<file path="src/source/mod_arith_pkg.sv">
`default_nettype none

package mod_arith_pkg;

  // Operand, modulus and mu width
  localparam int unsigned DATA_W = 32;

  // Products and REDUCE inputs
  localparam int unsigned WIDE_W = 2 * DATA_W;

  // Holds a bit length up to DATA_W
  localparam int unsigned BL_W = 6;

  // Largest k for which mu = floor(4^k / m) still fits in DATA_W.
  // With m >= 2^(k-1), mu reaches 2^(k+1), so k must stay at DATA_W - 2.
  localparam int unsigned MAX_MOD_BL = DATA_W - 2;

endpackage : mod_arith_pkg

`default_nettype wire

</file>
<file path="src/source/mod_cmd_pkg.sv">
`default_nettype none

package mod_cmd_pkg;

  import mod_arith_pkg::*;

  typedef enum logic [2:0] {
    OP_SET_MOD = 3'd0,  // a = m, b = mu
    OP_REDUCE  = 3'd1,  // x = {a, b}
    OP_MULMOD  = 3'd2,
    OP_ADDMOD  = 3'd3
  } mod_op_e;

  typedef struct packed {
    mod_op_e             opcode;
    logic [DATA_W-1:0]   a;
    logic [DATA_W-1:0]   b;
  } mod_cmd_t;

  typedef struct packed {
    mod_op_e             opcode;
    logic [DATA_W-1:0]   a;
    logic [DATA_W-1:0]   b;
    logic                err;        // Illegal opcode or no context
  } mod_dec_t;

  typedef struct packed {
    logic [DATA_W-1:0]   m;
    logic [DATA_W-1:0]   mu;
    logic [BL_W-1:0]     k;          // Bit length of m
    logic                ctx_valid;
  } mod_ctx_t;

  typedef struct packed {
    logic [WIDE_W-1:0]   x;
    logic [WIDE_W-1:0]   qm;         // Quotient estimate times m
    logic [DATA_W-1:0]   m;
    logic                err;
  } mod_part_t;

  typedef struct packed {
    logic [DATA_W-1:0]   data;
    logic                err;
  } mod_res_t;

endpackage : mod_cmd_pkg

`default_nettype wire

</file>
<file path="src/source/mod_result.sv">
`default_nettype none

module mod_result (
  input  logic                    clk_i,
  input  logic                    rst_ni,
  input  logic                    part_valid_i,
  input  mod_cmd_pkg::mod_part_t  part_i,
  input  logic                    res_ready_i,
  output logic                    res_valid_o,
  output mod_cmd_pkg::mod_res_t   res_o,
  output logic                    advance_o      // Whole pipeline steps
);

  import mod_arith_pkg::*;
  import mod_cmd_pkg::*;

  logic [WIDE_W-1:0] m_w;
  logic [WIDE_W-1:0] r0;
  logic [WIDE_W-1:0] r1;
  logic [WIDE_W-1:0] r2;
  logic              res_valid_q;
  mod_res_t          res_q;

  assign m_w = WIDE_W'(part_i.m);

  // Estimate is at most two short, so two conditional subtractions
  always_comb begin
    r0 = part_i.x - part_i.qm;
    r1 = (r0 >= m_w) ? r0 - m_w : r0;
    r2 = (r1 >= m_w) ? r1 - m_w : r1;
  end

  // Empty or drained this cycle
  assign advance_o = !res_valid_q || res_ready_i;

  always_ff @(posedge clk_i or negedge rst_ni) begin
    if (!rst_ni) begin
      res_valid_q <= 1'b0;
    end else if (advance_o) begin
      res_valid_q <= part_valid_i;
    end
  end

  always_ff @(posedge clk_i) begin
    if (advance_o) begin
      res_q.data <= part_i.err ? '0 : r2[DATA_W-1:0];
      res_q.err  <= part_i.err;
    end
  end

  assign res_valid_o = res_valid_q;
  assign res_o       = res_q;

  a_res_hold: assert property (@(posedge clk_i) disable iff (!rst_ni)
    res_valid_o && !res_ready_i |=> res_valid_o && $stable(res_o))
    else $error("result changed under back-pressure");

  // Catches a bad mu from the host or a broken quotient stage
  a_rem_bound: assert property (@(posedge clk_i) disable iff (!rst_ni)
    part_valid_i && !part_i.err |-> r0 < 3 * m_w)
    else $error("remainder before correction not below 3m");

endmodule : mod_result

`default_nettype wire

</file>
<file path="config.mk">
export PLATFORM = sky130hd
export DESIGN_NAME = mod_result
export DESIGN_NICKNAME = d
export VERILOG_FILES = /design/src/source/mod_arith_pkg.sv /design/src/source/mod_cmd_pkg.sv /design/src/source/mod_result.sv
export SDC_FILE = /design/constraint.sdc
export NUM_CORES = 1
export LEC_CHECK = 0
export BUFFER_PORTS_ARGS = -buffer_cell sky130_fd_sc_hd__buf_2
export CAP_MARGIN = 5
export CORE_MARGIN = 1.5
export CORE_UTILIZATION = 63
export DETAILED_ROUTE_END_ITERATION = 7
export PLACE_DENSITY_LB_ADDON = 0.25
export REMOVE_ABC_BUFFERS = 1
export SYNTH_ARGS = -nofsm -noshare
export SYNTH_HDL_FRONTEND = slang
export SYNTH_SLANG_ARGS = --single-unit
</file>
<file path="constraint.sdc">
create_clock -name clk_i -period 2.9 [get_ports clk_i]
set_input_delay 0.58 -clock clk_i [delete_from_list [all_inputs] [get_ports clk_i]]
set_output_delay 0.58 -clock clk_i [all_outputs]
set_load 0.02 [all_outputs]
</file>
==> results of run 1 <==
per-stage QoR:
step	instance area, µm²	hold WS (ps)
after detailed placement	15300	361
after global placement	15300	354
after floorplan	10200	284
cell families after synthesis:
kind of cell             Yosys count
XOR/XNOR                          94
AND/OR/NAND/NOR                  481
buffers and inverters            174
AO/OA/AOI/OAI                    468
multiplexers                      50
flip-flops                        34
adder cells (fa/ha/maj)          130
==> metrics.txt, run 1 <==
status=aborted with a tool error; Last stage=clock tree synthesis (4_1_cts); error msg=[ERROR DPL-0038] Utilization greater than 100%, impossible to legalize; TritonCTS buffer count=5; Setup Buffers After CTS=30; CTS Buffer Depth=2; Synth Warn #=0; synth unique cells=89; area leader, netlist=ha_1; Post-synth top flop=edfxtp_1; cell area after synthesis=~10000 µm²; CTS sink cnt=34; pre-CTS setup slack=-7190 ps; largest family of logic cells by synthesized area=compound AO/OA/AOI/OAI gates; Post-synth EDFFs=33; dpl hpwl=between 40 and 50 mm; Buffers on Ports=199; GP Congestion=~1.1; Synth Area in Compound Gates=30.5%; mux contribution to synthesized area=roughly 6.0%; initial core utilization=65.0%; mean post-synth cell area=about 7.3 µm²; DP Cell Count=between 2000 and 2500; Async SR Flop Fraction=2.94%; Die W=131 µm; Post-CTS Hold Fix Bufs=0; Yosys reg bits=34; adder-cell share of the synthesized area=15.9%; part of the Yosys area used for sequential elements=9.77%; count leader, synth=inv_1; H-tree levels=2; Cells after Synth=between 1000 and 1500; post-synth top area share=between 10% and 20%; Post-Synth XOR/XNOR Area=7.92%; post-cts sizing count=141; Die Y=131 µm; Synth area leaders=ha_1 15%, edfxtp_1 9.5%, a21oi_1 5.7%; simple-gate share of the synthesized area=23.4%; I/O pin cnt=200; CTS root buf=clkbuf_16; Core Rows=46; Synth top cells by count=132 x inv_1, 127 x ha_1, 127 x nand2_1, 118 x a21oi_1, 110 x nor2_1
==> inputs of run 2 (changes only) <==
--- a/config.mk
+++ b/config.mk
@@ -8,9 +8,9 @@
 export BUFFER_PORTS_ARGS = -buffer_cell sky130_fd_sc_hd__buf_2
 export CAP_MARGIN = 5
 export CORE_MARGIN = 1.5
-export CORE_UTILIZATION = 63
+export CORE_UTILIZATION = 40
 export DETAILED_ROUTE_END_ITERATION = 7
-export PLACE_DENSITY_LB_ADDON = 0.25
+export PLACE_DENSITY_LB_ADDON = 0.15
 export REMOVE_ABC_BUFFERS = 1
 export SYNTH_ARGS = -nofsm -noshare
 export SYNTH_HDL_FRONTEND = slang
==> metrics.txt, run 2 <==
Yosys reg bits=34 (unchanged); dpl hpwl=33.8 mm (-22%); H-tree levels=2 (unchanged); die area=between 20000 and 30000 µm²; Die W=164 µm (+25%); status=finished with violations; max incr delay on CP=550 ps; Buffers on Ports=199 (unchanged); Synth area leaders=ha_1 15%, edfxtp_1 9.5%, a21oi_1 5.7%; max-slew violations=0; global-route wire length before repair=around 63 mm; Layout Skew=1.89 ps; commonest non-fill, non-tap cell in the layout=buf_4; Avg Vias per Cell=roughly 5.3; Slew HR=55.0%; worst hold-check path type=in -> async; final net count=2482; setup ws final=-5870 ps; CP max-delay cell=or4_4; I/O pin cnt=200 (unchanged); Post-synth top flop=edfxtp_1; core area=25300 µm²; Startpoint Class=primary input; synth unique cells=89 (unchanged); Placed Area=15800 µm² (+2.7%); crit path kind=in -> reg; initial antenna violation count=0; drt drc=0; Die Y=164 µm (+25%); RSZ-0062 raised after global routing=yes; min Tclk post-route=8770 ps; fin crit share=303%; Layout area overhead=61.8%; part of the Yosys area used for sequential elements=9.77% (unchanged); TritonCTS buffer count=5 (unchanged); cell area after synthesis=10400 µm² (unchanged); Clock transition at path regs=approximately 60 ps; CTS tree=yes; GP Congestion=0.936 (-13%); commonest non-fill, non-tap cells in the layout=583 x buf_4, 196 x buf_2, 129 x inv_1; Core Rows=58 (+26%); Async SR Flop Fraction=2.94% (unchanged); launch point of the worst path=part_i[35]; Synth Warn #=0 (unchanged); pwr dens=578 nW/µm²; Reg-to-Reg Start=res_valid_o$_DFFE_PN0P_; Post-DRT Antenna Nets=0; Cells after Synth=1431 (unchanged); reg2reg path depth=2; Synth top cells by count=132 x inv_1, 127 x ha_1, 127 x nand2_1, 118 x a21oi_1, 110 x nor2_1; max FFs per register=33; drt pass-1 iters=5; crit end category=flop; failing checks=negative setup slack; WP data arrival=just under 9000 ps; maximum vdd drop=just under 0.0007 V; Clk Latency, worst-skew pair=280 ps; Total GRT Usage=29.1%; max-cap viol count=0; f_max=114 MHz; Hold Vio Cnt, Final=0; initial DRC count=870; DR vias=13400; maximum fanout along the worst path=7; Slew @ Worst Pin=about 660 ps; ant diodes=0; largest net degree at the start of global routing=42; mean post-synth cell area=7.26 µm² (unchanged); P_leak=8.67 nW; fin util=66.4%; WL/cell=~16 µm; CTS root buf=clkbuf_16; pre-CTS setup slack=-6900 ps (+291 ps); layout cells sized above 1=43.4%; final setup violating endpoints=32; CTS Buffer Depth=2 (unchanged); GRT Residual Overflow=0; area leader, netlist=ha_1; CTS sink cnt=34 (unchanged); post-route cell area=16800 µm²; CP required=2940 ps; most used cell, CP=buf_6; count leader, synth=inv_1; routed wire length=40.4 mm; Post-synth EDFFs=33 (unchanged); initial core utilization=41.0% (-24 points); vias in the first global route=roughly 13000; post-synth top area share=15.3% (unchanged); Fin Setup TNS=-186800 ps
[run 2: cell counts after synthesis]
Identical to the previous run, type by type.
[run 2: critical path: cells and delay by family]
| kind | cells | cell delay, ps |
|---|---|---|
| fa+ha+maj | 3 | 860 |
| mux | 1 | 300 |
| simple gates | 11 | 2440 |
| buf+inv | 6 | 850 |
| compound gates | 19 | 3620 |
| xor+xnor | 1 | 140 |
[run 2: layout make-up]
cell class	count	area, µm²
Inverter	132	503
Multi-Input combinational cell	1223	9180
Sequential cell	34	1020
Tap cell	330	413
Timing Repair Buffer	791	5560
Clock inverter	3	16.3
Clock buffer	5	125
Fill cell	2258	8510
[run 2: cells by family after synthesis]
| group | Yosys count | synth area share, % |
|---|---|---|
| muxes | 50 | 5.98 |
| and+or+nand+nor | 481 | 23.4 |
| DFF | 34 | 9.77 |
| AOI/OAI and AO/OA | 468 | 30.5 |
| adders and majority gates | 130 | 15.9 |
| buffers and inverters | 174 | 6.60 |
| xor gates and xnor gates | 94 | 7.92 |
[run 2: per-stage QoR]
stage / cells / hold slack (ps) / power, W
after global placement: 2467 / 355 / 0.00848
final: 2518 / 58.9 / 0.00971
after CTS: 2506 / 62.5 / 0.00947
after global routing: 2518 / 64.1 / 0.0105
after floorplan: 1389 / 284 / 0.00523
after detailed placement: 2467 / 360 / 0.00858
[run 2: final timing paths]
check	slack, ps	end
setup / recovery	-5870	res_o[2]$_SDFFCE_PP0P_
hold / removal	60	res_valid_o$_DFFE_PN0P_
setup reg to reg	1750	res_o[6]$_SDFFCE_PP0P_
hold reg to reg	820	res_valid_o$_DFFE_PN0P_
max in group asynchronous	2760	res_valid_o$_DFFE_PN0P_
min in group clk_i	490	res_valid_o$_DFFE_PN0P_
[run 2: per-layer routing]
layer	GRT usage [%]	routed length, µm	vias up
met4	6.45	808	0
met5	0	0	-
li1	-	-	6758
met1	40.9	19100	6185
met3	1.39	1960	52
met2	48.7	18600	391
[run 2: where the power goes]
| group | total [W] | internal, W | switching (W) |
|---|---|---|---|
| clock | 0.000523 | 0.000313 | 0.000210 |
| combinational | 0.00832 | 0.00438 | 0.00394 |
| sequential | 0.000869 | 0.000827 | 0.0000423 |
[run 2: what timing repair did]
action / CTS / global route
endpoints found under the hold margin: 0 / 0
resized for setup: 96 / 30
pin swaps: 47 / 30
setup endpoints to repair: 32 / 32
cloned: 2 / 1
hold buffers: 0 / 0
setup buffers: 29 / 11
Note: power is estimated with default switching activity, not from simulation.
==> inputs of run 3 (changes only) <==
==> constraint.sdc (replaced) <==
create_clock -name clk_i -period 2.9 [get_ports clk_i]
set_input_delay 0.145 -clock clk_i [delete_from_list [all_inputs] [get_ports clk_i]]
set_output_delay 0.145 -clock clk_i [all_outputs]
set_load 0.02 [all_outputs]
==> metrics.txt, run 3 (synthesis gave the netlist of run 2 again) <==
Layout Skew=3.52 ps (+1.62 ps); core area=25300 µm² (unchanged); die area=27000 µm² (unchanged); Filler Cell Count=2213 (-2.0%); Placed Area=15800 µm² (about the same); Total GRT Usage=29.3% (+0.29 points); Die Y=164 µm (unchanged); status=finished with violations; largest net degree at the start of global routing=38 (-9.5%); DP Cell Count=2469 (+0.081%); Avg Vias per Cell=5.27 (-0.84%); min Tclk post-route=8240 ps (-529 ps); fin crit share=284% (-18 points); Clk Latency, worst-skew pair=280 ps (about the same); post-route cell area=17000 µm² (+1.1%); R2R Setup Slk=1520 ps (-230 ps); RSZ-0062 raised after global routing=yes; WP data arrival=8270 ps (-540 ps); H-tree levels=2 (unchanged); worst hold-check path type=in -> reg; CTS Buffer Depth=2 (unchanged); crit end category=flop; routed wire length=40.2 mm (-0.42%); Reg-to-Reg Start=res_valid_o$_DFFE_PN0P_; Hold Vio Cnt, Final=0 (unchanged); Slew HR=35.1% (-20 points); Clock transition at path regs=60 ps (about the same); Startpoint Class=primary input; overall power=0.00988 W (+1.7%); max-cap viol count=0 (unchanged); commonest non-fill, non-tap cells in the layout=592 x buf_4, 196 x buf_2, 129 x inv_1; drt drc=0 (unchanged); reg2reg path depth=1 (-1); setup ws final=-5340 ps (+529 ps); TritonCTS buffer count=5 (unchanged); initial core utilization=41.0% (unchanged); ant diodes=0 (unchanged); maximum fanout along the worst path=7 (unchanged); final setup violating endpoints=32 (unchanged); max-slew violations=0 (unchanged); Layout Cells excl Fill=2535 (+0.68%); CTS sink cnt=34 (unchanged); maximum vdd drop=0.000711 V (+4.5%); dpl hpwl=33.2 mm (-1.8%); GP Congestion=1.01 (+7.4%); initial antenna violation count=0 (unchanged); DR vias=13400 (-0.17%); max FFs per register=33 (unchanged); crit path kind=in -> reg; f_max=121 MHz (+6.4%); I/O pin cnt=200 (unchanged); Slew @ Worst Pin=972 ps (+314 ps); Fin Setup TNS=-169560 ps (+17240 ps); Core Rows=58 (unchanged); final net count=2499 (+0.68%); failing checks=negative setup slack; launch point of the worst path=part_i[97]; commonest non-fill, non-tap cell in the layout=buf_4; Layout area overhead=63.6%; CP max-delay cell=or4_4; Die W=164 µm (unchanged); GRT Residual Overflow=0 (unchanged); Buffers on Ports=199 (unchanged); end of the critical path=res_o[14]$_SDFFCE_PP0P_; Post-DRT Antenna Nets=0 (unchanged); max incr delay on CP=510 ps (-40 ps); CTS root buf=clkbuf_16; vias in the first global route=12800 (+2.2%); CP required=2930 ps (about the same); CTS tree=yes; drt pass-1 iters=5 (unchanged); initial DRC count=707 (-19%); r2r endpoint=res_o[6]$_SDFFCE_PP0P_; P_leak=8.73 nW (+0.67%); WL/cell=15.9 µm (-1.1%); global-route wire length before repair=63.5 mm (+0.80%); pwr dens=581 nW/µm² (+0.57%); layout cells sized above 1=43.9% (+0.53 points)
run 3: worst min-delay path by stage:
stage                  from                       to  slack (ps)  cells past startpoint
2_1_floorplan        rst_ni  res_valid_o$_DFFE_PN0P_        -150                      0
3_3_place_gp         rst_ni  res_valid_o$_DFFE_PN0P_         -80                      1
3_5_place_dp         rst_ni  res_valid_o$_DFFE_PN0P_         -80                      1
4_1_cts        part_valid_i  res_valid_o$_DFFE_PN0P_          50                      2
5_1_grt        part_valid_i  res_valid_o$_DFFE_PN0P_          60                      2
6_report       part_valid_i  res_valid_o$_DFFE_PN0P_          50                      2
run 3: area by class of cell:
class | count | area, µm² | share of cell area, %
clock buffers | 5 | 125 | 0.736
clock inverters | 3 | 16.3 | 0.0957
inverters | 132 | 500 | 2.94
multi-input cells | 1223 | 9210 | 54.2
flip-flops and latches | 34 | 1020 | 5.98
well taps | 330 | 413 | 2.43
repair buffers | 808 | 5720 | 33.7
run 3: timing repair:
action	CTS	global route
gates cloned	3	0
setup endpoints to repair	32	32
hold endpoints to repair	1	0
hold buffers	1	0
pin swaps	62	34
setup buffers	42	13
gates resized for setup	89	59
run 3: through the flow:
step	hold slack, ps	setup slack (ps)	utilization, %
after floorplan	-151	-7410	-
after global routing	55.1	-5610	67.1
after CTS	50.7	-5350	65.9
after global placement	-80.4	-6110	62.2
after detailed placement	-77.0	-6560	62.2
final	50.6	-5340	67.1
run 3: report_power, final:
group / switching [W] / internal [W]
Clock: 0.000205 / 0.000313
Combinational: 0.00401 / 0.00448
Sequential: 0.0000438 / 0.000828
Total: 0.00426 / 0.00562
run 3: critical path: cells and delay by family:
kind | cells | cell delay, ps
simple gates | 12 | 2490
compound gates | 18 | 3370
fa+ha+maj | 4 | 1000
buf+inv | 8 | 930
mux | 1 | 300
run 3: routing by layer:
| metal | GRT usage (%) | share of wire, % | wire length [µm] | up-vias |
|---|---|---|---|---|
| met4 | 9.26 | 2.6 | 1050 | 0 |
| li1 | - | - | - | 6796 |
| met2 | 49.0 | 45 | 18200 | 351 |
| met1 | 40.1 | 48 | 19200 | 6159 |
| met3 | 1.94 | 4.3 | 1740 | 57 |
| met5 | 0 | 0 | 0 | - |
