`src/source/mod_arith_pkg.sv`:
```
`default_nettype none

package mod_arith_pkg;

  // Operand, modulus and mu width
  localparam int unsigned DATA_W = 32;

  // Products and REDUCE inputs
  localparam int unsigned WIDE_W = 2 * DATA_W;

  // Holds a bit length up to DATA_W
  localparam int unsigned BL_W = 6;

  // Largest k for which mu = floor(4^k / m) still fits in DATA_W.
  // With m >= 2^(k-1), mu reaches 2^(k+1), so k must stay at DATA_W - 2.
  localparam int unsigned MAX_MOD_BL = DATA_W - 2;

endpackage : mod_arith_pkg

`default_nettype wire

```
`src/source/mod_cmd_pkg.sv`:
```
`default_nettype none

package mod_cmd_pkg;

  import mod_arith_pkg::*;

  typedef enum logic [2:0] {
    OP_SET_MOD = 3'd0,  // a = m, b = mu
    OP_REDUCE  = 3'd1,  // x = {a, b}
    OP_MULMOD  = 3'd2,
    OP_ADDMOD  = 3'd3
  } mod_op_e;

  typedef struct packed {
    mod_op_e             opcode;
    logic [DATA_W-1:0]   a;
    logic [DATA_W-1:0]   b;
  } mod_cmd_t;

  typedef struct packed {
    mod_op_e             opcode;
    logic [DATA_W-1:0]   a;
    logic [DATA_W-1:0]   b;
    logic                err;        // Illegal opcode or no context
  } mod_dec_t;

  typedef struct packed {
    logic [DATA_W-1:0]   m;
    logic [DATA_W-1:0]   mu;
    logic [BL_W-1:0]     k;          // Bit length of m
    logic                ctx_valid;
  } mod_ctx_t;

  typedef struct packed {
    logic [WIDE_W-1:0]   x;
    logic [WIDE_W-1:0]   qm;         // Quotient estimate times m
    logic [DATA_W-1:0]   m;
    logic                err;
  } mod_part_t;

  typedef struct packed {
    logic [DATA_W-1:0]   data;
    logic                err;
  } mod_res_t;

endpackage : mod_cmd_pkg

`default_nettype wire

```
`src/source/mod_decode.sv`:
```
`default_nettype none

module mod_decode (
  input  logic                   clk_i,
  input  logic                   rst_ni,
  input  logic                   advance_i,    // Pipeline step enable
  input  logic                   cmd_valid_i,
  input  mod_cmd_pkg::mod_cmd_t  cmd_i,
  output logic                   dec_valid_o,
  output mod_cmd_pkg::mod_dec_t  dec_o,
  output mod_cmd_pkg::mod_ctx_t  ctx_o         // Modulus context
);

  import mod_arith_pkg::*;
  import mod_cmd_pkg::*;

  logic            accept;
  logic            is_set;
  logic            op_legal;
  logic [BL_W-1:0] new_k;
  logic            k_ok;
  logic            dec_valid_q;
  mod_dec_t        dec_q;
  mod_ctx_t        ctx_q;

  // Position of the leading one, plus one
  function automatic logic [BL_W-1:0] bit_len(input logic [DATA_W-1:0] v);
    logic [BL_W-1:0] len;
    len = '0;
    for (int i = 0; i < DATA_W; i++) begin
      if (v[i]) len = BL_W'(i + 1);
    end
    return len;
  endfunction

  assign accept = cmd_valid_i && advance_i;
  assign is_set = (cmd_i.opcode == OP_SET_MOD);

  always_comb begin
    case (cmd_i.opcode)
      OP_REDUCE, OP_MULMOD, OP_ADDMOD: op_legal = 1'b1;
      default:                         op_legal = 1'b0;  // Includes SET_MOD
    endcase
  end

  assign new_k = bit_len(cmd_i.a);
  assign k_ok  = (new_k >= BL_W'(2)) && (new_k <= BL_W'(MAX_MOD_BL));  // m of 0 or 1 rejected

  always_ff @(posedge clk_i or negedge rst_ni) begin
    if (!rst_ni) begin
      ctx_q <= '0;
    end else if (accept && is_set) begin
      if (k_ok) begin
        ctx_q <= '{m: cmd_i.a, mu: cmd_i.b, k: new_k, ctx_valid: 1'b1};
      end else begin
        ctx_q.ctx_valid <= 1'b0;     // Bad modulus drops the old one too
      end
    end
  end

  always_ff @(posedge clk_i or negedge rst_ni) begin
    if (!rst_ni) begin
      dec_valid_q <= 1'b0;
    end else if (advance_i) begin
      dec_valid_q <= cmd_valid_i && !is_set;  // SET_MOD leaves no result
    end
  end

  always_ff @(posedge clk_i) begin
    if (advance_i) begin
      dec_q <= '{opcode: cmd_i.opcode,
                 a:      cmd_i.a,
                 b:      cmd_i.b,
                 err:    !op_legal || !ctx_q.ctx_valid};
    end
  end

  assign dec_valid_o = dec_valid_q;
  assign dec_o       = dec_q;
  assign ctx_o       = ctx_q;

  // Decode output must hold while the pipeline is stalled
  a_dec_hold: assert property (@(posedge clk_i) disable iff (!rst_ni)
    !advance_i |=> $stable(dec_valid_o) && (!dec_valid_o || $stable(dec_o)))
    else $error("decode output changed during stall");

endmodule : mod_decode

`default_nettype wire

```
`config.mk`:
```
export PLATFORM = sky130hd
export DESIGN_NAME = mod_decode
export DESIGN_NICKNAME = d
export VERILOG_FILES = /design/src/source/mod_arith_pkg.sv /design/src/source/mod_cmd_pkg.sv /design/src/source/mod_decode.sv
export SDC_FILE = /design/constraint.sdc
export NUM_CORES = 1
export LEC_CHECK = 0
export BUFFER_PORTS_ARGS = -buffer_cell sky130_fd_sc_hd__buf_2
export CORE_UTILIZATION = 43
export DETAILED_ROUTE_END_ITERATION = 10
export PLACE_DENSITY = 0.76
export REMOVE_ABC_BUFFERS = 1
export SYNTH_ARGS = -nofsm -noshare
export SYNTH_HDL_FRONTEND = slang
export SYNTH_SLANG_ARGS = --single-unit
```
`constraint.sdc`:
```
create_clock -name clk_i -period 0.8 [get_ports clk_i]
set_input_delay 0.08 -clock clk_i [delete_from_list [all_inputs] [get_ports clk_i]]
set_output_delay 0.08 -clock clk_i [all_outputs]
set_load 0.005 [all_outputs]
```
==> metrics.md, run 1 <==
| Metric | Value |
|---|---|
| Worst setup margin | `-1082 ps` |
| Power Density | `2228 nW/µm²` |
| Sink Count | `139` |
| Setup violations, final | `210` |
| Initial antenna violation count | `0` |
| Syn Std Cell Area | `5064 µm²` |
| Final GP Congestion | `0.8110` |
| Register area share after synthesis | `75.41%` |
| Achievable frequency | `about 0.53 GHz` |
| Period minus WS final | `around 1900 ps` |
| Final-report hold violation count | `0` |
| Clock latency on the worst-skew pair | `about 410 ps` |
| Cells after synthesis | `289` |
| Routed WL | `about 15000 µm` |
| CP startpoint | `cmd_i[60]` |
| Worst Skew | `roughly 2.1 ps` |
| Detail Route Antenna Nets | `0` |
| Area grow syn2layout | `67.88%` |
| Nature of the critical path startpoint | `input port` |
| GRT Util Overall | `24.22%` |
| Post-Place Cells | `around 680` |
| CP Max Fanout | `8` |
| Worst relative slew slack | `about three fifths` |
| Synth Flop Type | `dfrtp_1` |
| Final Slew Violations | `0` |
| Vias in the first global route | `roughly 4.2k` |
| # IOs | `around 210` |
| Tcrit/Tclk final | `235.3%` |
| CP endpoint kind | `register` |
| Dpl cell area | `6641 µm²` |
| Wire per inst | `18.32 µm` |
| Total grt overflow | `0` |
| Max-cap violations | `0` |
| Crit path DAT | `2180 ps` |
| Status | `complete, but fails checks` |
| Share of cells above drive strength 1 | `58.77%` |
| Top-area cell type share of the netlist area | `40.33%` |
| Fin area | `8501 µm²` |
| Hold Crit Start | `cmd_i[42]` |
| Worst hold margin | `21.80 ps` |
| Crit path kind | `in2reg` |
| Post-DP HPWL | `8962 µm` |
| Yosys top cell by area | `edfxtp_1` |
| Post-synth EDFFs | `68` |
| DRT iter0 DRCs | `between 200 and 250` |
| Library cells used by synthesis | `33` |
| Die X | `roughly 110 µm` |
| Share of synthesized registers carrying an async set or reset | `51.08%` |
| CTS H-tree depth | `4` |
| Syn_area_per_cell | `17.52 µm²` |
| Inserted Diodes | `0` |
| Pre-CTS WS | `-1653 ps` |
| Starting Density | `44.16%` |
| Setup tns final | `-97340 ps` |
| Pin count of the biggest net entering global routing | `44` |
| Die Span Y | `110.5 µm` |
| RSZ-0062 raised after global routing | `yes` |
| Critical path's largest stage delay | `560 ps` |
| Vias | `4109` |
| Worst path slowest cell | `or4_4` |
| CTS buffer count | `17` |
| CTS tree | `yes` |
| Row Count | `39` |
| Flops & latches, synth | `139` |
| Clock-pin slew on the worst setup and hold paths | `60 ps` |
| Clock Tree Buf Depth | `2` |
| # DRC | `0` |
| IO Port Bufs | `210` |
| VDD IR-drop max | `0.001680 V` |
| # nets final | `742` |
| Slew @ Worst Pin | `597.5 ps` |
| First-pass GRT wire length | `22320 µm` |
| Main area contributors after synthesis | `edfxtp_1 (40%), dfrtp_1 (35%), mux2_2 (13%), mux2_1 (1.3%), nor2_1 (1.0%)` |
| CP cell instances | `buf_8 -> or4_4 -> nor2_4 -> nand3_2 -> a2111o_1 -> o21bai_4 -> buf_12 -> clkbuf_16 -> mux2_2` |
| Worst r2r src | `ctx_o[14]` |
| Yosys warns | `0` |
| Final cell count without fillers | `827` |
| Failing checks | `negative setup slack` |
| Root buf cell | `clkbuf_16` |
| Die footprint | `12210 µm²` |
| Core outline area | `11470 µm²` |
| Vias/cell | `about 5.0` |
| Hold crit path type | `in2reg` |
| Worst endpoint required time | `1090 ps` |
| Pleak | `4.250 nW` |
| First-pass DRT Iterations | `6` |
[path summary, 6_finish.rpt]
path | to | slack, ps | depth (start not counted)
worst max-delay path | ctx_o[8] | -1080 | 9
worst min-delay path | dec_o[43] | 20 | 2
worst max register to register | ctx_o[14] | -200 | 3
worst min register to register | ctx_o[66] | 500 | 1
max in group asynchronous | ctx_o[8] | 370 | 3
min in group asynchronous | ctx_o[0] | 210 | 3
[power breakdown]
part           internal, W  switching, W
Clock              0.00461       0.00280
Sequential         0.00831      0.000329
Combinational      0.00174       0.00115
[critical path: cells and delay by family]
kind	cells	cell delay, ps
AND/OR/NAND/NOR	3	780
AO/OA/AOI/OAI	2	510
buffers and inverters	3	450
multiplexers	1	340
[registers in the layout (all words and copies together) (netlist names)]
signal,count
ctx_o,70
dec_valid_o,1
dec_o,68
[per-stage QoR]
stage | total power, W | util [%]
finish | 0.01894 | 74.13
CTS | 0.01869 | 71.51
global placement | 0.01071 | 57.92
detailed placement | 0.01081 | 57.92
global route | 0.01965 | 74.13
floorplan | 0.009292 | -
[timing repair]
item,in CTS,in global routing
resized for setup,31,20
pin swaps,4,1
setup endpoints to repair,210,211
hold buffers,63,0
setup buffers,22,23
endpoints found under the hold margin,170,0
gates cloned,3,2
[cells in the mapped netlist (all sizes together) (2+ instances only)]
cell type  count
dfrtp         71
edfxtp        68
mux2          65
nor2          14
buf            8
o21ai          8
inv            7
nor4           6
nand2          5
nor3           5
nand3          4
a21oi          3
o21bai         3
o311ai         3
and2           2
nor2b          2
or4            2
[layer usage]
metal  track usage, %  wire length (µm)  up-vias
li1                 -                 -     1868
met4            10.22               384        0
met2            39.79              7665      175
met5                0                 0        -
met1            29.37              5993     2035
met3            7.849              1105       31
[kinds of logic (layout without fill, tap and decap cells)]
logic type	Yosys count	in the layout	synth area share, %
buffers and inverters	15	410	1.853
flip-flops	139	139	75.41
AND/OR/NAND/NOR	41	41	3.954
AO/OA/AOI/OAI	29	29	4.325
multiplexers	65	65	14.46
[placed cells by master (no fill, tap or decap), types with 5 or more instances in the layout]
cell	instances
dfrtp_1	71
edfxtp_1	68
clkbuf_16	20
clkbuf_1	6
buf_2	206
mux2_4	30
dlygate4sd3_1	62
nor2_1	13
nand2_1	5
o21ai_0	7
mux2_2	30
buf_4	89
inv_1	7
mux2_1	5
nor3_1	5
buf_12	6
[final cells by class]
| class | count | area [µm²] |
|---|---|---|
| flip-flops and latches | 139 | 3819 |
| fillers | 713 | 2967 |
| repair buffers | 371 | 2611 |
| multi-input cells | 135 | 1305 |
| clock buffers | 26 | 500.5 |
| well taps | 143 | 178.9 |
| clock inverters | 6 | 60.06 |
| inverters | 7 | 26.28 |
(Power assumes the default switching activity.)
==> run 2, diff against run 1 <==
CELL_PAD_IN_SITES_DETAIL_PLACEMENT = 2   (was default)
CELL_PAD_IN_SITES_GLOBAL_PLACEMENT = 2   (was default)
CORE_UTILIZATION = 29   (was 43)
PLACE_DENSITY = default   (was 0.76)
PLACE_DENSITY_LB_ADDON = 0.1   (was default)
==> metrics.md, run 2 (synthesis results as in run 1) <==
| Metric | Value |
|---|---|
| Root buf cell | `clkbuf_16` |
| IO Port Bufs | `210` |
| DRT iter0 DRCs | `119` |
| Max reg flops | `70` |
| Final Slew Violations | `0` |
| Crit Reg-Reg Endpoint | `ctx_o[31]` |
| Sw Pwr | `0.004764 W` |
| Pre-CTS WS | `-1709 ps` |
| Nature of the critical path startpoint | `input port` |
| Most frequent cells in the layout | `buf_2 (205), buf_4 (104), dfrtp_1 (71)` |
| FILL cells | `1624` |
| Critical path's largest stage delay | `480 ps` |
| Final cell count without fillers | `936` |
| Die footprint | `around 18000 µm²` |
| Sink Count | `around 140` |
| Post-DP HPWL | `11060 µm` |
| Routed WL | `19440 µm` |
| CTS tree | `yes` |
| Finished Core Util | `53.80%` |
| Worst Skew | `a little over 0.2 ps` |
| Gate power share | `16.1%` |
| Post-Place Cells | `762` |
| Vias/cell | `4.507` |
| Area grow syn2layout | `78.70%` |
| Achievable frequency | `0.5275 GHz` |
| Wire per inst | `20.77 µm` |
| Worst relative slew slack | `around 48%` |
| Critical path's top delay family | `compound AO/OA/AOI/OAI gates` |
| Crit path DAT | `about 2200 ps` |
| RSZ-0062 raised after global routing | `yes` |
| Row Count | `47` |
| Worst setup margin | `-1096 ps` |
| WL met1 | `8237 µm` |
| Clock-pin slew on the worst setup and hold paths | `60 ps` |
| CTS buffer count | `17` |
| Core outline area | `16820 µm²` |
| Initial antenna violation count | `3` |
| Die X | `134.1 µm` |
| Pleak | `4.534 nW` |
| Die Span Y | `134.1 µm` |
| Tcrit/Tclk final | `237.0%` |
| Hold crit path type | `in2reg` |
| Worst r2r src | `ctx_o[31]` |
| Clock latency on the worst-skew pair | `430 ps` |
| Hold worst-path end | `ctx_o[39]` |
| First-pass GRT wire length | `28190 µm` |
| Sw Share | `23.53%` |
| Share of cells above drive strength 1 | `about three fifths` |
| Reg2Reg Depth | `3` |
| # nets final | `772` |
| Detail Route Antenna Nets | `0` |
| Power Density | `around 2200 nW/µm²` |
| CP Max Fanout | `7` |
| Status | `complete, but fails checks` |
| Multi-input logic area | `1406 µm²` |
| DR WL met3 | `around 1100 µm` |
| Starting Density | `30.11%` |
| Min-Delay Path Depth | `3` |
| Slew @ Worst Pin | `778.2 ps` |
| Worst path bufs/invs | `3` |
| Vias | `4219` |
| Final GP Congestion | `0.7429` |
| Max-cap violations | `0` |
| # IOs | `211` |
| CP endpoint kind | `register` |
| Vias in the first global route | `4716` |
| Clock Tree Buf Depth | `2` |
| VDD IR-drop max | `0.001609 V` |
| Crit path kind | `in2reg` |
| First-pass DRT Iterations | `4` |
| Overall Power | `0.02025 W` |
| Most common cell after layout, fill and taps aside | `buf_2` |
| Worst endpoint required time | `1110 ps` |
| Pin count of the biggest net entering global routing | `43` |
| Failing checks | `negative setup slack` |
| Worst R2R Setup Slack | `-210 ps` |
| Clock power share | `41.2%` |
| Setup violations, final | `210` |
| Met2 wire len | `9959 µm` |
| Max layer used | `met4` |
| Final-report hold violation count | `0` |
| Total grt overflow | `0` |
| GRT Util Overall | `21.21%` |
| CTS H-tree depth | `4` |
| CP cell instances | `buf_2 -> nor4_1 -> o21ai_0 -> a2111o_1 -> o21bai_4 -> buf_12 -> clkbuf_16 -> mux2_4` |
| Worst path slowest cell | `a2111o_1` |
| # DRC | `0` |
| Reg area | `3819 µm²` |
| P_int | `approximately 0.015 W` |
| Reg power frac | `between 40% and 50%` |
| Hold Crit Start | `cmd_i[32]` |
| Period minus WS final | `between 1500 and 2000 ps` |
run 2: changes by cell type in the layout (fill, tap and decap cells not counted), sizes merged, moves of 2 or more:
cell         change
buf             +26
dlygate4sd3      +4
bufinv           +3
clkbuf           -5
clkinv           +3
diode            +2
run 2: timing repair:
action                     4_1_cts  5_1_grt
hold buffers                    66        0
hold endpoints to repair       172        0
cloned                           3        3
resized for setup               58       42
pin swaps                        6        7
setup buffers                   55       29
setup endpoints to repair      210      241
run 2: layout make-up:
class                           instances  share of cell area, %
Antenna cell                            2                0.05531
Clock buffer                           20                  4.826
Clock inverter                         12                  1.922
Inverter                                7                 0.2904
Timing Repair Buffer                  401                  32.12
Multi-Input combinational cell        135                  15.54
Tap cell                              220                  3.042
Sequential cell                       139                  42.20
run 2: tightest hold or removal path: stages:
cell and delay (ps):
buf_2 90, buf_4 100, mux2_4 130
run 2: power groups by stage:
stage	registers [W]	logic, W	clock network [W]
3_3_place_gp	0.00870	0.00209	0
3_5_place_dp	0.00876	0.00216	0
6_report	0.00864	0.00326	0.00835
2_1_floorplan	0.00881	0.000482	0
5_1_grt	0.00871	0.00352	0.00880
4_1_cts	0.00862	0.00284	0.00843
run 2: metal layers:
layer	vias up	global-route usage, %
met3	13	5.745
li1	1925	-
met1	2134	24.93
met4	0	7.241
met2	147	37.31
met5	-	0
run 2: worst max-delay path by stage:
stage | slack (ps) | cells past startpoint | from | to
after global placement | -1640 | 8 | cmd_i[55] | ctx_o[5]
after global routing | -1130 | 8 | cmd_i[38] | ctx_o[51]
after CTS | -1030 | 9 | cmd_i[62] | ctx_o[16]
after detailed placement | -1710 | 8 | cmd_i[55] | ctx_o[13]
after floorplan | -2110 | 6 | cmd_i[55] | ctx_o[10]
final | -1100 | 8 | cmd_i[38] | ctx_o[51]
run 2: stage by stage:
step / hold slack, ps / setup TNS, ps / area (µm²)
after floorplan: -215.6 / -145150 / 4996
after global routing: -1.665 / -111450 / 9044
after detailed placement: -50.75 / -141360 / 6760
final: 10.79 / -102600 / 9049
after global placement: -52.61 / -136510 / 6760
after CTS: 2.784 / -100450 / 8666
==> run 3, diff against run 2 <==
CORE_MARGIN = 10   (was default)
==> metrics.md, run 3 (synthesis results as in run 1) <==
| Metric | Value |
|---|---|
| Max reg flops | `70` |
| Tcrit/Tclk final | `243.4%` |
| # nets final | `764` |
| IO Port Bufs | `210` |
| Power Density | `2217 nW/µm²` |
| # IOs | `211` |
| GRT Util Overall | `16.67%` |
| Pleak | `roughly 4.5 nW` |
| Failing checks | `negative hold slack, negative setup slack` |
| Routed WL | `20330 µm` |
| Final Slew Violations | `0` |
| DRT iter0 DRCs | `~110` |
| Pre-CTS WS | `-1743 ps` |
| Detail Route Antenna Nets | `0` |
| Area grow syn2layout | `77.42%` |
| Worst Skew | `0.9246 ps` |
| Crit path kind | `in2reg` |
| Most frequent cells in the layout | `buf_2 (204), buf_4 (96), dfrtp_1 (71)` |
| Total grt overflow | `0` |
| Row Count | `48` |
| Setup violations, final | `211` |
| VDD IR-drop max | `0.001412 V` |
| Final-report hold violation count | `2` |
| Clock-pin slew on the worst setup and hold paths | `60 ps` |
| Die footprint | `between 20000 and 25000 µm²` |
| Vias | `4217` |
| Wire per inst | `21.81 µm` |
| CTS tree | `yes` |
| Core outline area | `17240 µm²` |
| First-pass DRT Iterations | `5` |
| CP endpoint kind | `register` |
| Post-DP HPWL | `12610 µm` |
| Nature of the critical path startpoint | `input port` |
| CP Max Fanout | `8` |
| First-pass GRT wire length | `29820 µm` |
| Share of cells above drive strength 1 | `62.04%` |
| Pin count of the biggest net entering global routing | `39` |
| Initial antenna violation count | `3` |
| Vias/cell | `about 4.5` |
| Crit path DAT | `2260 ps` |
| Fin area | `between 8000 and 9000 µm²` |
| Hold crit path type | `in2reg` |
| RSZ-0062 raised after global routing | `yes` |
| Most common cell after layout, fill and taps aside | `buf_2` |
| Critical path's top delay family | `simple AND/OR/NAND/NOR gates` |
| Achievable frequency | `0.5136 GHz` |
| Max-cap violations | `0` |
| Critical path's largest stage delay | `between 500 and 600 ps` |
| CTS buffer count | `17` |
| CTS H-tree depth | `4` |
| Worst endpoint required time | `about 1100 ps` |
| Die Span Y | `152.1 µm` |
| Root buf cell | `clkbuf_16` |
| Hold-fix buffers, CTS | `66` |
| Die X | `152.1 µm` |
| Starting Density | `29.38%` |
| Worst setup margin | `-1147 ps` |
| # DRC | `0` |
| Sink Count | `139` |
| Final GP Congestion | `0.7203` |
| Clock Tree Buf Depth | `2` |
| Worst path bufs/invs | `4` |
| Dpl cell area | `6777 µm²` |
| Worst hold margin | `-54.71 ps` |
| Worst relative slew slack | `between 60% and 70%` |
| Top cell by count, worst path | `buf_6` |
| Period minus WS final | `between 1500 and 2000 ps` |
| Worst path slowest cell | `or4_4` |
| Slew @ Worst Pin | `550.0 ps` |
| Clock latency on the worst-skew pair | `about 420 ps` |
| Vias in the first global route | `about 4.7k` |
| CP cell instances | `buf_6 -> or4_4 -> nor2_4 -> nand3_2 -> a2111o_1 -> o21bai_4 -> buf_6 -> buf_12 -> buf_16 -> mux2_4` |
| Status | `complete, but fails checks` |
[run 3: per-stage QoR]
step	total power, W	instances	util (%)	hold WS (ps)	TNS, ps
final	0.01992	932	52.12	-54.71	-104450
after global routing	0.02077	931	52.11	-55.82	-113750
after CTS	0.01976	901	50.28	-82.12	-101860
after detailed placement	0.01100	770	39.31	81.55	-148610
after global placement	0.01089	770	39.31	73.15	-144110
after floorplan	0.009292	281	-	-215.6	-145150
[run 3: cell type report]
cell class | count | area (µm²)
Clock inverter | 15 | 172.7
Fill cell | 1635 | 8253
Multi-Input combinational cell | 135 | 1388
Sequential cell | 139 | 3819
Tap cell | 225 | 281.5
Inverter | 7 | 26.28
Timing Repair Buffer | 393 | 2869
Antenna cell | 1 | 2.502
Clock buffer | 17 | 425.4
[run 3: metal layers]
layer  up-vias  track usage (%)  wire [µm]
li1       1905                -          -
met1      2132            18.64       8171
met2       150            28.96      10520
met3        26            6.520       1409
met4         4            4.402        199
met5         -                0         27
[run 3: timing repair]
| item | in CTS | in global routing |
|---|---|---|
| setup endpoints to repair | 250 | 211 |
| resized for setup | 77 | 18 |
| endpoints found under the hold margin | 170 | 2 |
| setup buffers | 28 | 31 |
| pin swaps | 6 | 2 |
| gates cloned | 5 | 2 |
[run 3: where the power goes]
group / leakage (nW) / switching (W) / total, W / internal, W
Sequential: 1.60 / 0.000327 / 0.00863 / 0.00830
Clock: 0.289 / 0.00318 / 0.00808 / 0.00490
Combinational: 2.57 / 0.00129 / 0.00321 / 0.00192
[run 3: worst paths after layout]
check	end	cells past startpoint	slack, ps	start
hold / removal	dec_o[64]	1	-50	cmd_i[63]
min in group asynchronous	ctx_o[40]	3	190	rst_ni
setup reg to reg	ctx_o[43]	3	-210	ctx_o[43]
max in group asynchronous	ctx_o[34]	3	370	rst_ni
setup / recovery	ctx_o[52]	10	-1150	cmd_i[62]
hold reg to reg	ctx_o[10]	1	510	ctx_o[10]
